--- src/verilog/his_cfg.svh ---
`ifndef HIS_CFG_SVH
`define HIS_CFG_SVH

// timing bins per pixel
`define HIS_BIN_NUM 16
// bin code width, holds 0 to HIS_BIN_NUM
`define HIS_CODE_W 5

// pixels in one acquisition scan
`define HIS_PIXEL_NUM 4
// detection windows per pixel
`define HIS_DATA_NUM 4
// acquisitions summed into one histogram
`define HIS_ACQ_NUM 3

// bin counter width, sized for HIS_ACQ_NUM * HIS_DATA_NUM counts
`define HIS_CNT_W 8
// word address inside one bank
`define HIS_ADDR_W 6

// axi4-lite bus widths
`define HIS_AXI_AW 12
`define HIS_AXI_DW 32

`endif
--- src/verilog/his_pkg.sv ---
`default_nettype none
`include "his_cfg.svh"

package his_pkg;

    // one accumulation request from decode
    typedef struct packed {
        logic                   hit;
        logic [`HIS_ADDR_W-1:0] addr;
        // last window of last acquisition
        logic                   last;
    } his_upd_t;

    // bank status towards the readout
    typedef struct packed {
        logic done_valid;
        logic done_bank;
        logic clearing;
    } his_bank_t;

    // decode frame state
    typedef enum logic {
        FRAME_RUN,
        FRAME_STALL
    } his_frame_e;

    // clear sweep state
    typedef enum logic {
        CLR_IDLE,
        CLR_RUN
    } his_clr_e;

    // register kind behind an axi address
    typedef enum logic [1:0] {
        REG_BIN,
        REG_STATUS,
        REG_RELEASE,
        REG_NONE
    } his_reg_e;

endpackage

`default_nettype wire

--- src/verilog/his_top.sv ---
`timescale 1ns/100ps
`default_nettype none
`include "his_cfg.svh"

module his_top (
    input  wire logic                   clk,
    input  wire logic                   res,
    // tdc event input
    input  wire logic                   hit_valid,
    input  wire logic [`HIS_CODE_W-1:0] hit_code,
    output logic                        hit_ready,
    // axi4-lite slave
    input  wire logic [`HIS_AXI_AW-1:0] awaddr,
    input  wire logic                   awvalid,
    output logic                        awready,
    input  wire logic [`HIS_AXI_DW-1:0] wdata,
    input  wire logic [3:0]             wstrb,
    input  wire logic                   wvalid,
    output logic                        wready,
    output logic [1:0]                  bresp,
    output logic                        bvalid,
    input  wire logic                   bready,
    input  wire logic [`HIS_AXI_AW-1:0] araddr,
    input  wire logic                   arvalid,
    output logic                        arready,
    output logic [`HIS_AXI_DW-1:0]      rdata,
    output logic [1:0]                  rresp,
    output logic                        rvalid,
    input  wire logic                   rready
);

    his_pkg::his_upd_t      upd;
    logic                   upd_valid;
    logic                   bank_free;
    his_pkg::his_bank_t     status;
    logic [`HIS_ADDR_W-1:0] rd_addr;
    logic [`HIS_CNT_W-1:0]  rd_data;
    logic                   release_pulse;

    // window counting and bin address
    his_event_decode u_decode (
        .clk       (clk),
        .res       (res),
        .hit_valid (hit_valid),
        .hit_code  (hit_code),
        .hit_ready (hit_ready),
        .bank_free (bank_free),
        .upd_valid (upd_valid),
        .upd       (upd)
    );

    // two banks, increment pipeline, clear sweep
    his_accumulate u_accum (
        .clk           (clk),
        .res           (res),
        .upd_valid     (upd_valid),
        .upd           (upd),
        .bank_free     (bank_free),
        .release_pulse (release_pulse),
        .status        (status),
        .rd_addr       (rd_addr),
        .rd_data       (rd_data)
    );

    // software view of the done bank
    his_axil_readout u_readout (
        .clk           (clk),
        .res           (res),
        .awaddr        (awaddr),
        .awvalid       (awvalid),
        .awready       (awready),
        .wdata         (wdata),
        .wstrb         (wstrb),
        .wvalid        (wvalid),
        .wready        (wready),
        .bresp         (bresp),
        .bvalid        (bvalid),
        .bready        (bready),
        .araddr        (araddr),
        .arvalid       (arvalid),
        .arready       (arready),
        .rdata         (rdata),
        .rresp         (rresp),
        .rvalid        (rvalid),
        .rready        (rready),
        .status        (status),
        .rd_addr       (rd_addr),
        .rd_data       (rd_data),
        .release_pulse (release_pulse)
    );

endmodule

`default_nettype wire

--- src/verilog/his_axil_readout.sv ---
`timescale 1ns/100ps
`default_nettype none
`include "his_cfg.svh"

module his_axil_readout (
    input  wire logic                   clk,
    input  wire logic                   res,
    input  wire logic [`HIS_AXI_AW-1:0] awaddr,
    input  wire logic                   awvalid,
    output logic                        awready,
    input  wire logic [`HIS_AXI_DW-1:0] wdata,
    // strobes ignored, full-word writes only
    input  wire logic [3:0]             wstrb,
    input  wire logic                   wvalid,
    output logic                        wready,
    output logic [1:0]                  bresp,
    output logic                        bvalid,
    input  wire logic                   bready,
    input  wire logic [`HIS_AXI_AW-1:0] araddr,
    input  wire logic                   arvalid,
    output logic                        arready,
    output logic [`HIS_AXI_DW-1:0]      rdata,
    output logic [1:0]                  rresp,
    output logic                        rvalid,
    input  wire logic                   rready,
    input  wire his_pkg::his_bank_t     status,
    output logic [`HIS_ADDR_W-1:0]      rd_addr,
    input  wire logic [`HIS_CNT_W-1:0]  rd_data,
    output logic                        release_pulse
);

    localparam int          ADDR_W = `HIS_ADDR_W;
    localparam int          DW     = `HIS_AXI_DW;
    localparam logic [1:0]  OKAY   = 2'b00;
    localparam logic [1:0]  SLVERR = 2'b10;

    his_pkg::his_reg_e rd_kind;
    his_pkg::his_reg_e wr_kind;
    logic              ar_hs;
    logic              aw_hs;

    // 0x000..0x0fc bins, 0x100 status, 0x104 release
    function automatic his_pkg::his_reg_e reg_kind(input logic [`HIS_AXI_AW-1:0] a);
        if (a < 'h100) begin
            return his_pkg::REG_BIN;
        end else if (a == 'h100) begin
            return his_pkg::REG_STATUS;
        end else if (a == 'h104) begin
            return his_pkg::REG_RELEASE;
        end
        return his_pkg::REG_NONE;
    endfunction

    assign rd_kind = reg_kind(araddr);
    assign wr_kind = reg_kind(awaddr);

    // byte address to bank word
    assign rd_addr = araddr[ADDR_W+1:2];

    // read address taken while no response waits
    assign arready = !rvalid;
    assign ar_hs   = arvalid && arready;

    // address and data taken together, one cycle
    assign aw_hs   = awvalid && wvalid && !bvalid;
    assign awready = aw_hs;
    assign wready  = aw_hs;

    always_ff @(posedge clk or negedge res) begin
        if (!res) begin
            rvalid        <= 1'b0;
            bvalid        <= 1'b0;
            release_pulse <= 1'b0;
        end else begin
            if (ar_hs) begin
                rvalid <= 1'b1;
            end else if (rready) begin
                rvalid <= 1'b0;
            end
            if (aw_hs) begin
                bvalid <= 1'b1;
            end else if (bready) begin
                bvalid <= 1'b0;
            end
            // bit 0 releases, only with a done bank
            release_pulse <= aw_hs && (wr_kind == his_pkg::REG_RELEASE) && wdata[0]
                          && status.done_valid;
        end
    end

    // read response captured at the handshake
    always_ff @(posedge clk) begin
        if (ar_hs) begin
            case (rd_kind)
                his_pkg::REG_BIN: begin
                    rdata <= DW'(rd_data);
                    // no done bank, no valid bins
                    rresp <= status.done_valid ? OKAY : SLVERR;
                end
                his_pkg::REG_STATUS: begin
                    rdata <= DW'({status.clearing, status.done_bank, status.done_valid});
                    rresp <= OKAY;
                end
                his_pkg::REG_RELEASE: begin
                    rdata <= '0;
                    rresp <= OKAY;
                end
                default: begin
                    rdata <= '0;
                    rresp <= SLVERR;
                end
            endcase
        end
    end

    // only release accepts a write
    always_ff @(posedge clk) begin
        if (aw_hs) begin
            bresp <= (wr_kind == his_pkg::REG_RELEASE) ? OKAY : SLVERR;
        end
    end

    // response held steady until the master takes it
    a_r_stable: assert property (@(posedge clk) disable iff (!res)
        rvalid && !rready |=> rvalid && $stable(rdata) && $stable(rresp));

endmodule

`default_nettype wire

--- src/verilog/his_accumulate.sv ---
`timescale 1ns/100ps
`default_nettype none
`include "his_cfg.svh"

module his_accumulate (
    input  wire logic                   clk,
    input  wire logic                   res,
    input  wire logic                   upd_valid,
    input  wire his_pkg::his_upd_t      upd,
    output logic                        bank_free,
    input  wire logic                   release_pulse,
    output his_pkg::his_bank_t          status,
    input  wire logic [`HIS_ADDR_W-1:0] rd_addr,
    output logic [`HIS_CNT_W-1:0]       rd_data
);

    localparam int ADDR_W = `HIS_ADDR_W;
    localparam int CNT_W  = `HIS_CNT_W;
    localparam int WORDS  = 1 << ADDR_W;

    // both banks, bank select is the top index bit
    logic [CNT_W-1:0]  mem [2*WORDS];

    logic              act_q;
    logic              act_nxt;
    logic              done_q;
    logic              done_bank_q;
    his_pkg::his_clr_e clr_q;
    logic [ADDR_W-1:0] clr_addr;

    logic              s1_valid;
    logic              s1_hit;
    logic              s1_last;
    logic [ADDR_W:0]   s1_idx;
    logic [CNT_W-1:0]  s1_cnt;
    logic [ADDR_W:0]   rd_idx;
    logic [CNT_W-1:0]  wr_val;
    logic              wr_en;
    logic              swap;

    // bram power-up contents
    initial begin
        for (int i = 0; i < 2*WORDS; i++) begin
            mem[i] = '0;
        end
    end

    // last window leaves stage 1, bank flips on this edge
    assign swap    = s1_valid && s1_last;
    assign act_nxt = act_q ^ swap;

    // stage 2 write, count plus one
    assign wr_en  = s1_valid && s1_hit;
    assign wr_val = s1_cnt + 1'b1;

    // first window of the next histogram already reads the new bank
    assign rd_idx = {act_nxt, upd.addr};

    // stage 1, read with forwarding
    always_ff @(posedge clk) begin
        s1_hit  <= upd.hit;
        s1_last <= upd.last;
        s1_idx  <= rd_idx;
        // write landing on the same edge wins
        if (wr_en && (s1_idx == rd_idx)) begin
            s1_cnt <= wr_val;
        end else begin
            s1_cnt <= mem[rd_idx];
        end
    end

    // increment port and clear port hit different banks
    always_ff @(posedge clk) begin
        if (wr_en) begin
            mem[s1_idx] <= wr_val;
        end
        if (clr_q == his_pkg::CLR_RUN) begin
            mem[{done_bank_q, clr_addr}] <= '0;
        end
    end

    always_ff @(posedge clk or negedge res) begin
        if (!res) begin
            s1_valid    <= 1'b0;
            act_q       <= 1'b0;
            done_q      <= 1'b0;
            done_bank_q <= 1'b0;
            clr_q       <= his_pkg::CLR_IDLE;
            clr_addr    <= '0;
        end else begin
            s1_valid <= upd_valid;
            act_q    <= act_nxt;
            // finished bank handed to software
            if (swap) begin
                done_q      <= 1'b1;
                done_bank_q <= act_q;
            end
            case (clr_q)
                his_pkg::CLR_IDLE: begin
                    if (release_pulse && done_q) begin
                        clr_q    <= his_pkg::CLR_RUN;
                        clr_addr <= '0;
                        done_q   <= 1'b0;
                    end
                end
                his_pkg::CLR_RUN: begin
                    // one word per cycle
                    clr_addr <= clr_addr + 1'b1;
                    if (&clr_addr) begin
                        clr_q <= his_pkg::CLR_IDLE;
                    end
                end
                default: clr_q <= his_pkg::CLR_IDLE;
            endcase
        end
    end

    // other bank neither waiting for software nor being wiped
    assign bank_free = !done_q && (clr_q == his_pkg::CLR_IDLE);

    assign status.done_valid = done_q;
    assign status.done_bank  = done_bank_q;
    assign status.clearing   = (clr_q == his_pkg::CLR_RUN);

    // readout port on the done bank
    assign rd_data = mem[{done_bank_q, rd_addr}];

    // bank taken over at a swap is not owned by software or the sweep
    a_upd_bank: assert property (@(posedge clk) disable iff (!res)
        swap |-> !done_q && (clr_q == his_pkg::CLR_IDLE));

    // readout only releases a finished bank
    a_release: assert property (@(posedge clk) disable iff (!res)
        release_pulse |-> done_q);

endmodule

`default_nettype wire

--- src/verilog/his_event_decode.sv ---
`timescale 1ns/100ps
`default_nettype none
`include "his_cfg.svh"

module his_event_decode (
    input  wire logic                   clk,
    input  wire logic                   res,
    input  wire logic                   hit_valid,
    input  wire logic [`HIS_CODE_W-1:0] hit_code,
    output logic                        hit_ready,
    input  wire logic                   bank_free,
    output logic                        upd_valid,
    output his_pkg::his_upd_t           upd
);

    localparam int ADDR_W = `HIS_ADDR_W;
    localparam int WIN_W  = $clog2(`HIS_DATA_NUM);
    localparam int PIX_W  = $clog2(`HIS_PIXEL_NUM);
    localparam int ACQ_W  = $clog2(`HIS_ACQ_NUM);

    logic [WIN_W-1:0]    win_q;
    logic [WIN_W-1:0]    win_d;
    logic [PIX_W-1:0]    pix_q;
    logic [PIX_W-1:0]    pix_d;
    logic [ACQ_W-1:0]    acq_q;
    logic [ACQ_W-1:0]    acq_d;
    his_pkg::his_frame_e frame_q;
    his_pkg::his_frame_e frame_d;
    logic                acc;
    logic                last_win;
    logic                last_nxt;

    // window taken on valid and ready
    assign acc       = hit_valid && hit_ready;
    assign hit_ready = (frame_q == his_pkg::FRAME_RUN);

    // position of the final window of a histogram
    assign last_win = (win_q == `HIS_DATA_NUM - 1) && (pix_q == `HIS_PIXEL_NUM - 1)
                   && (acq_q == `HIS_ACQ_NUM - 1);
    assign last_nxt = (win_d == `HIS_DATA_NUM - 1) && (pix_d == `HIS_PIXEL_NUM - 1)
                   && (acq_d == `HIS_ACQ_NUM - 1);

    // window, then pixel, then acquisition
    always_comb begin
        win_d = win_q;
        pix_d = pix_q;
        acq_d = acq_q;
        if (acc) begin
            if (win_q == `HIS_DATA_NUM - 1) begin
                win_d = '0;
                if (pix_q == `HIS_PIXEL_NUM - 1) begin
                    pix_d = '0;
                    if (acq_q == `HIS_ACQ_NUM - 1) begin
                        acq_d = '0;
                    end else begin
                        acq_d = acq_q + 1'b1;
                    end
                end else begin
                    pix_d = pix_q + 1'b1;
                end
            end else begin
                win_d = win_q + 1'b1;
            end
        end
    end

    // hold the last window back while the next bank is busy
    assign frame_d = (last_nxt && !bank_free) ? his_pkg::FRAME_STALL : his_pkg::FRAME_RUN;

    always_ff @(posedge clk or negedge res) begin
        if (!res) begin
            win_q     <= '0;
            pix_q     <= '0;
            acq_q     <= '0;
            frame_q   <= his_pkg::FRAME_RUN;
            upd_valid <= 1'b0;
        end else begin
            win_q     <= win_d;
            pix_q     <= pix_d;
            acq_q     <= acq_d;
            frame_q   <= frame_d;
            upd_valid <= acc;
        end
    end

    // bank word is pixel * bins + code - 1
    // code 0 gives a dummy address, hit stays low
    always_ff @(posedge clk) begin
        if (acc) begin
            upd.hit  <= (hit_code != '0);
            upd.addr <= ADDR_W'(pix_q * `HIS_BIN_NUM + hit_code - 1);
            upd.last <= last_win;
        end
    end

    // front end never hands over a code beyond the last bin
    a_code_range: assert property (@(posedge clk) disable iff (!res)
        acc |-> hit_code <= `HIS_BIN_NUM);

endmodule

`default_nettype wire

--- config.mk ---
export PLATFORM = sky130hd
export DESIGN_NAME = his_top
export DESIGN_NICKNAME = d
export VERILOG_FILES = /design/src/verilog/his_pkg.sv /design/src/verilog/his_top.sv /design/src/verilog/his_axil_readout.sv /design/src/verilog/his_accumulate.sv /design/src/verilog/his_event_decode.sv
export VERILOG_INCLUDE_DIRS = /design/src /design/src/verilog
export SDC_FILE = /design/constraint.sdc
export NUM_CORES = 2
export LEC_CHECK = 0
export BUFFER_PORTS_ARGS = -buffer_cell sky130_fd_sc_hd__buf_4
export CELL_PAD_IN_SITES_DETAIL_PLACEMENT = 0
export CELL_PAD_IN_SITES_GLOBAL_PLACEMENT = 1
export CORE_UTILIZATION = 30
export DETAILED_ROUTE_END_ITERATION = 16
export GPL_TIMING_DRIVEN = 1
export PLACE_DENSITY_LB_ADDON = 0.1
export SYNTH_ARGS = -nofsm -noshare
export SYNTH_HDL_FRONTEND = slang
export SYNTH_HIERARCHICAL = 1
export SYNTH_SLANG_ARGS = --single-unit
--- constraint.sdc ---
create_clock -name clk -period 2.7 [get_ports clk]
set_input_delay 0.27 -clock clk [delete_from_list [all_inputs] [get_ports clk]]
set_output_delay 0.27 -clock clk [all_outputs]
set_load 0.03 [all_outputs]
==> reports/metrics.csv <==
metric,value,unit
"Distinct cells, synth",76,
unrepaired setup endpoints after global routing,true,
mapped cell area,54270,sq um
Setup TNS,-1.816,ns
kind of critical path,register to register,
Peak VDD IR,0.0009291,V
Core Region,179000,sq um
CTS tree,built,
CTS Buffer Depth,3,
total track usage,0.2867,
Max Slew Vio Count,0,
Final nets,6197,
Vias,48619,
clock root buffer,clkbuf_16,
YS warnings,6,
CTS sink count,1081,
I/O pin cnt,115,
crit end category,register,
Most common cell on crit path,buf_16,
CP Cell Sequence,buf_6 -> buf_16 -> buf_12 -> buf_16 -> buf_16 -> buf_8 -> mux4_2 -> mux2i_1 -> mux2i_1 -> o211ai_1 -> buf_4 -> o211a_1 -> a211oi_1,
"Setup violations, final",15,
CP peak stage delay,0.51,ns
Cell Pwr Density,1036,nW/um^2
worst r2r src,u_decode/upd[1]$_DFFE_PN_,
switching share of power,0.3803,
DRC errors left,0,
Inst Count DP,8261,
slew margin rel.,0.1682,
height of the chip,427.3,um
row count,155,
grt ovf,0,
drt first pass iters,5,
DP HPWL,195.8,mm
Logic pwr share,0.387,
Critical Path Start,u_decode/upd[1]$_DFFE_PN_,
nature of the critical path startpoint,register,
fillers,17529,
vias in the first global route,45473,
GR Util met3,0.05490,
worst-path fanout max,12,
Net Switching,0.02778,W
Synth Register Bits,1081,
Vias per Instance,5.672,
share of cells above drive strength 1,0.3425,
cells after synthesis,5266,
Worst Hold Class,primary input to register,
fin crit share,1.091,
Clock transition at path regs,0.06,ns
measured slew at the worst slew-check pin,1.243,ns
register area share after synthesis,0.4041,
grt met1 use,0.3978,
area grow syn2layout,30.00,%
outcome,"finished, violations left",
async set-reset flop share out of synthesis,0.02035,
"delay-heaviest family, CP",buffers and inverters,
Die Wd,427.3,um
Reg2Reg Setup Slack,-0.25,ns
pin count of the biggest net entering global routing,98,
r2r endpoint,u_accum/s1_cnt[7]$_DFF_P_,
"EDFF count, synth",18,
global-route wire length before repair,370.3,mm
Fmax,0.3394,GHz
Num CTS Buffers,136,
gpl congestion,0.9680,
CP Data Arrival Time,3.61,ns
drt wl/cell,31.17,um
register area,22000,sq um
setup ws final,-0.2462,ns
Reg power frac,0.356,
clock skew,0.02899,ns
full die area,182600,sq um
Post-Layout Cell Count,8572,
initial antenna violation count,12,
Post-Route WL,267.2,mm
met2 Use GR,0.4394,
ANT nets after route,0,
starting density of the core,0.3032,
port buffer count,53,
H-tree lvl count,4,
cells on worst reg2reg path,13,
CP Depth,13,
failing checks,setup timing,
"Primary FF master, synth",dfxtp_1,
worst path bufs/invs,7,
Clock Power Share,0.257,
Max Cap Viol,0,
Leak,25.62,nW
CP max stage cell,mux4_2,
area of the multi-input gates,30540,sq um
mean post-synth cell area,10.31,sq um
Internal Dissipation,0.04528,W
Starting DRT DRC Count,5229,
worst path required time,3.37,ns
clock latency on the worst-skew pair,0.80,ns
Critical Path Sink,u_accum/s1_cnt[7]$_DFF_P_,
minimum clock period,2.946,ns
GR peak layer,met2,
"Hold Vio Cnt, Final",0,
-- synthesized netlist by cell type (5+ instances only) --
cell          n  area share
nor2_1     1242       0.086
dfxtp_1    1041        0.38
a211oi_1    852        0.12
mux4_2      569        0.24
clkbuf_1    376       0.026
nand2_1     223       0.015
a21oi_1     179       0.017
o21ai_0     117       0.011
mux2i_1      74       0.014
buf_4        53      0.0073
mux2_2       53       0.011
buf_2        51      0.0047
nand3_1      45      0.0042
nor2b_1      36      0.0042
buf_1        30      0.0021
a22oi_1      27      0.0037
dfrtp_1      22       0.010
o22ai_1      21      0.0024
inv_1        19      0.0013
edfxtp_1     18       0.010
nor3_1       16      0.0015
nand4_1      14      0.0016
a31oi_1      11      0.0013
ha_1         11      0.0025
nand2b_1     11      0.0013
xor2_1       11      0.0018
o221ai_1     10      0.0016
a221oi_1      7      0.0011
and3_1        7     0.00081
o211ai_1      7     0.00097
o31ai_1       7     0.00097
xnor2_1       7      0.0011
and2_1        6     0.00069
and2_2        5     0.00069
and3b_1       5     0.00081
buf_6         5      0.0010
nor3b_1       5     0.00069
nor4_1        5     0.00058
o2111ai_1     5     0.00081
-- layer usage --
metal	vias up	share of wire
met1	24399	0.44
met3	425	0.075
met5	-	0.00012
met4	4	0.042
li1	21618	-
met2	2173	0.44
-- worst min-delay path, stage by stage --
cell     delay (ns)
buf_4          0.09
ha_1           0.17
nor2_1         0.06
xnor2_1        0.14
-- metrics by stage --
stage / area (sq um) / setup slack, ns / util / hold slack [ns] / total power [W]
floorplan: 54780 / -0.2220 / - / -0.02559 / 0.03802
global placement: 64800 / -0.7333 / 0.3620 / 0.2312 / 0.05356
detailed placement: 64800 / -0.7385 / 0.3620 / 0.2322 / 0.05343
finish: 70550 / -0.2462 / 0.3941 / 0.06353 / 0.07306
CTS: 69720 / -0.2130 / 0.3895 / 0.03871 / 0.07259
global route: 70550 / -0.2510 / 0.3941 / 0.08976 / 0.07563
-- power groups by stage --
| stage | sequential, W | clock, W | combinational, W |
|---|---|---|---|
| 4_1_cts | 0.0258 | 0.0191 | 0.0277 |
| 2_1_floorplan | 0.0235 | 0 | 0.0145 |
| 5_1_grt | 0.0263 | 0.0197 | 0.0296 |
| 3_3_place_gp | 0.0264 | 0 | 0.0271 |
| 6_report | 0.0260 | 0.0188 | 0.0283 |
| 3_5_place_dp | 0.0260 | 0 | 0.0274 |
-- logic make-up (layout without fill, tap and decap cells) --
family	Yosys count	in the layout	share of synthesized area
other cells	1	29	0.00006910
mux	698	698	0.2613
flops	1081	1081	0.4041
simple gates	1639	1639	0.1213
compound gates	1282	1282	0.1646
fa+ha+maj	12	12	0.002905
buf+inv	534	1457	0.04247
xor+xnor	19	19	0.003320
-- registers in the layout, indices dropped and copies added, names as in the netlist, 2 cells and up --
register,count
u_accum/clr_addr,6
u_decode/pix_q,2
u_decode/upd,8
u_decode/acq_q,2
u_accum/mem,1024
u_accum/s1_cnt,8
u_accum/s1_idx,7
u_readout/rdata,8
u_decode/win_q,2
-- placed cells by master, fill, tap and decap left out, types with 39 or more instances in the layout --
| cell | synthesis | routed |
|---|---|---|
| buf_4 | 53 | 1057 |
| nand2_1 | 223 | 216 |
| nor2_1 | 1242 | 1238 |
| nand3_1 | 45 | 40 |
| dfxtp_2 | 0 | 53 |
| a21oi_1 | 179 | 177 |
| mux4_2 | 569 | 569 |
| mux2_2 | 53 | 41 |
| mux2i_1 | 74 | 71 |
| o21ai_0 | 117 | 116 |
| buf_12 | 0 | 88 |
| clkbuf_16 | 0 | 146 |
| clkbuf_1 | 376 | 39 |
| a211oi_1 | 852 | 849 |
| dfxtp_1 | 1041 | 986 |
-- area by class of cell --
cell class	instances	share of cell area
tap	2355	0.04177
multi-input combinational	3676	0.4328
sequential	1081	0.3119
clock buffer	205	0.05680
antenna	3	0.0001064
clock inverter	35	0.006916
inverter	19	0.001011
timing repair buffer	1198	0.1487
-- how the worst min path moves through the flow --
stage / start / end / slack, ns / cells after the start
6_report: hit_code[2] / u_decode/upd[5]$_DFFE_PN_ / 0.06 / 4
5_1_grt: arvalid / u_readout/rresp[1]$_DFFE_PP_ / 0.09 / 3
4_1_cts: hit_code[2] / u_decode/upd[5]$_DFFE_PN_ / 0.04 / 4
3_5_place_dp: res / u_readout/bvalid$_DFFE_PN0P_ / 0.23 / 1
3_3_place_gp: res / u_readout/bvalid$_DFFE_PN0P_ / 0.23 / 1
2_1_floorplan: res / u_accum/act_q$_DFF_PN0_ / -0.03 / 0
-- timing repair --
| item | CTS | global route |
|---|---|---|
| endpoints found under the setup margin | 15 | 45 |
| resized for setup | 66 | 89 |
| hold buffers | 23 | 0 |
| endpoints found under the hold margin | 45 | 0 |
| pin swaps | 0 | 23 |
| cloned | 0 | 6 |
| buffers inserted | 6 | 35 |
Note: power is estimated with default switching activity, not from simulation.
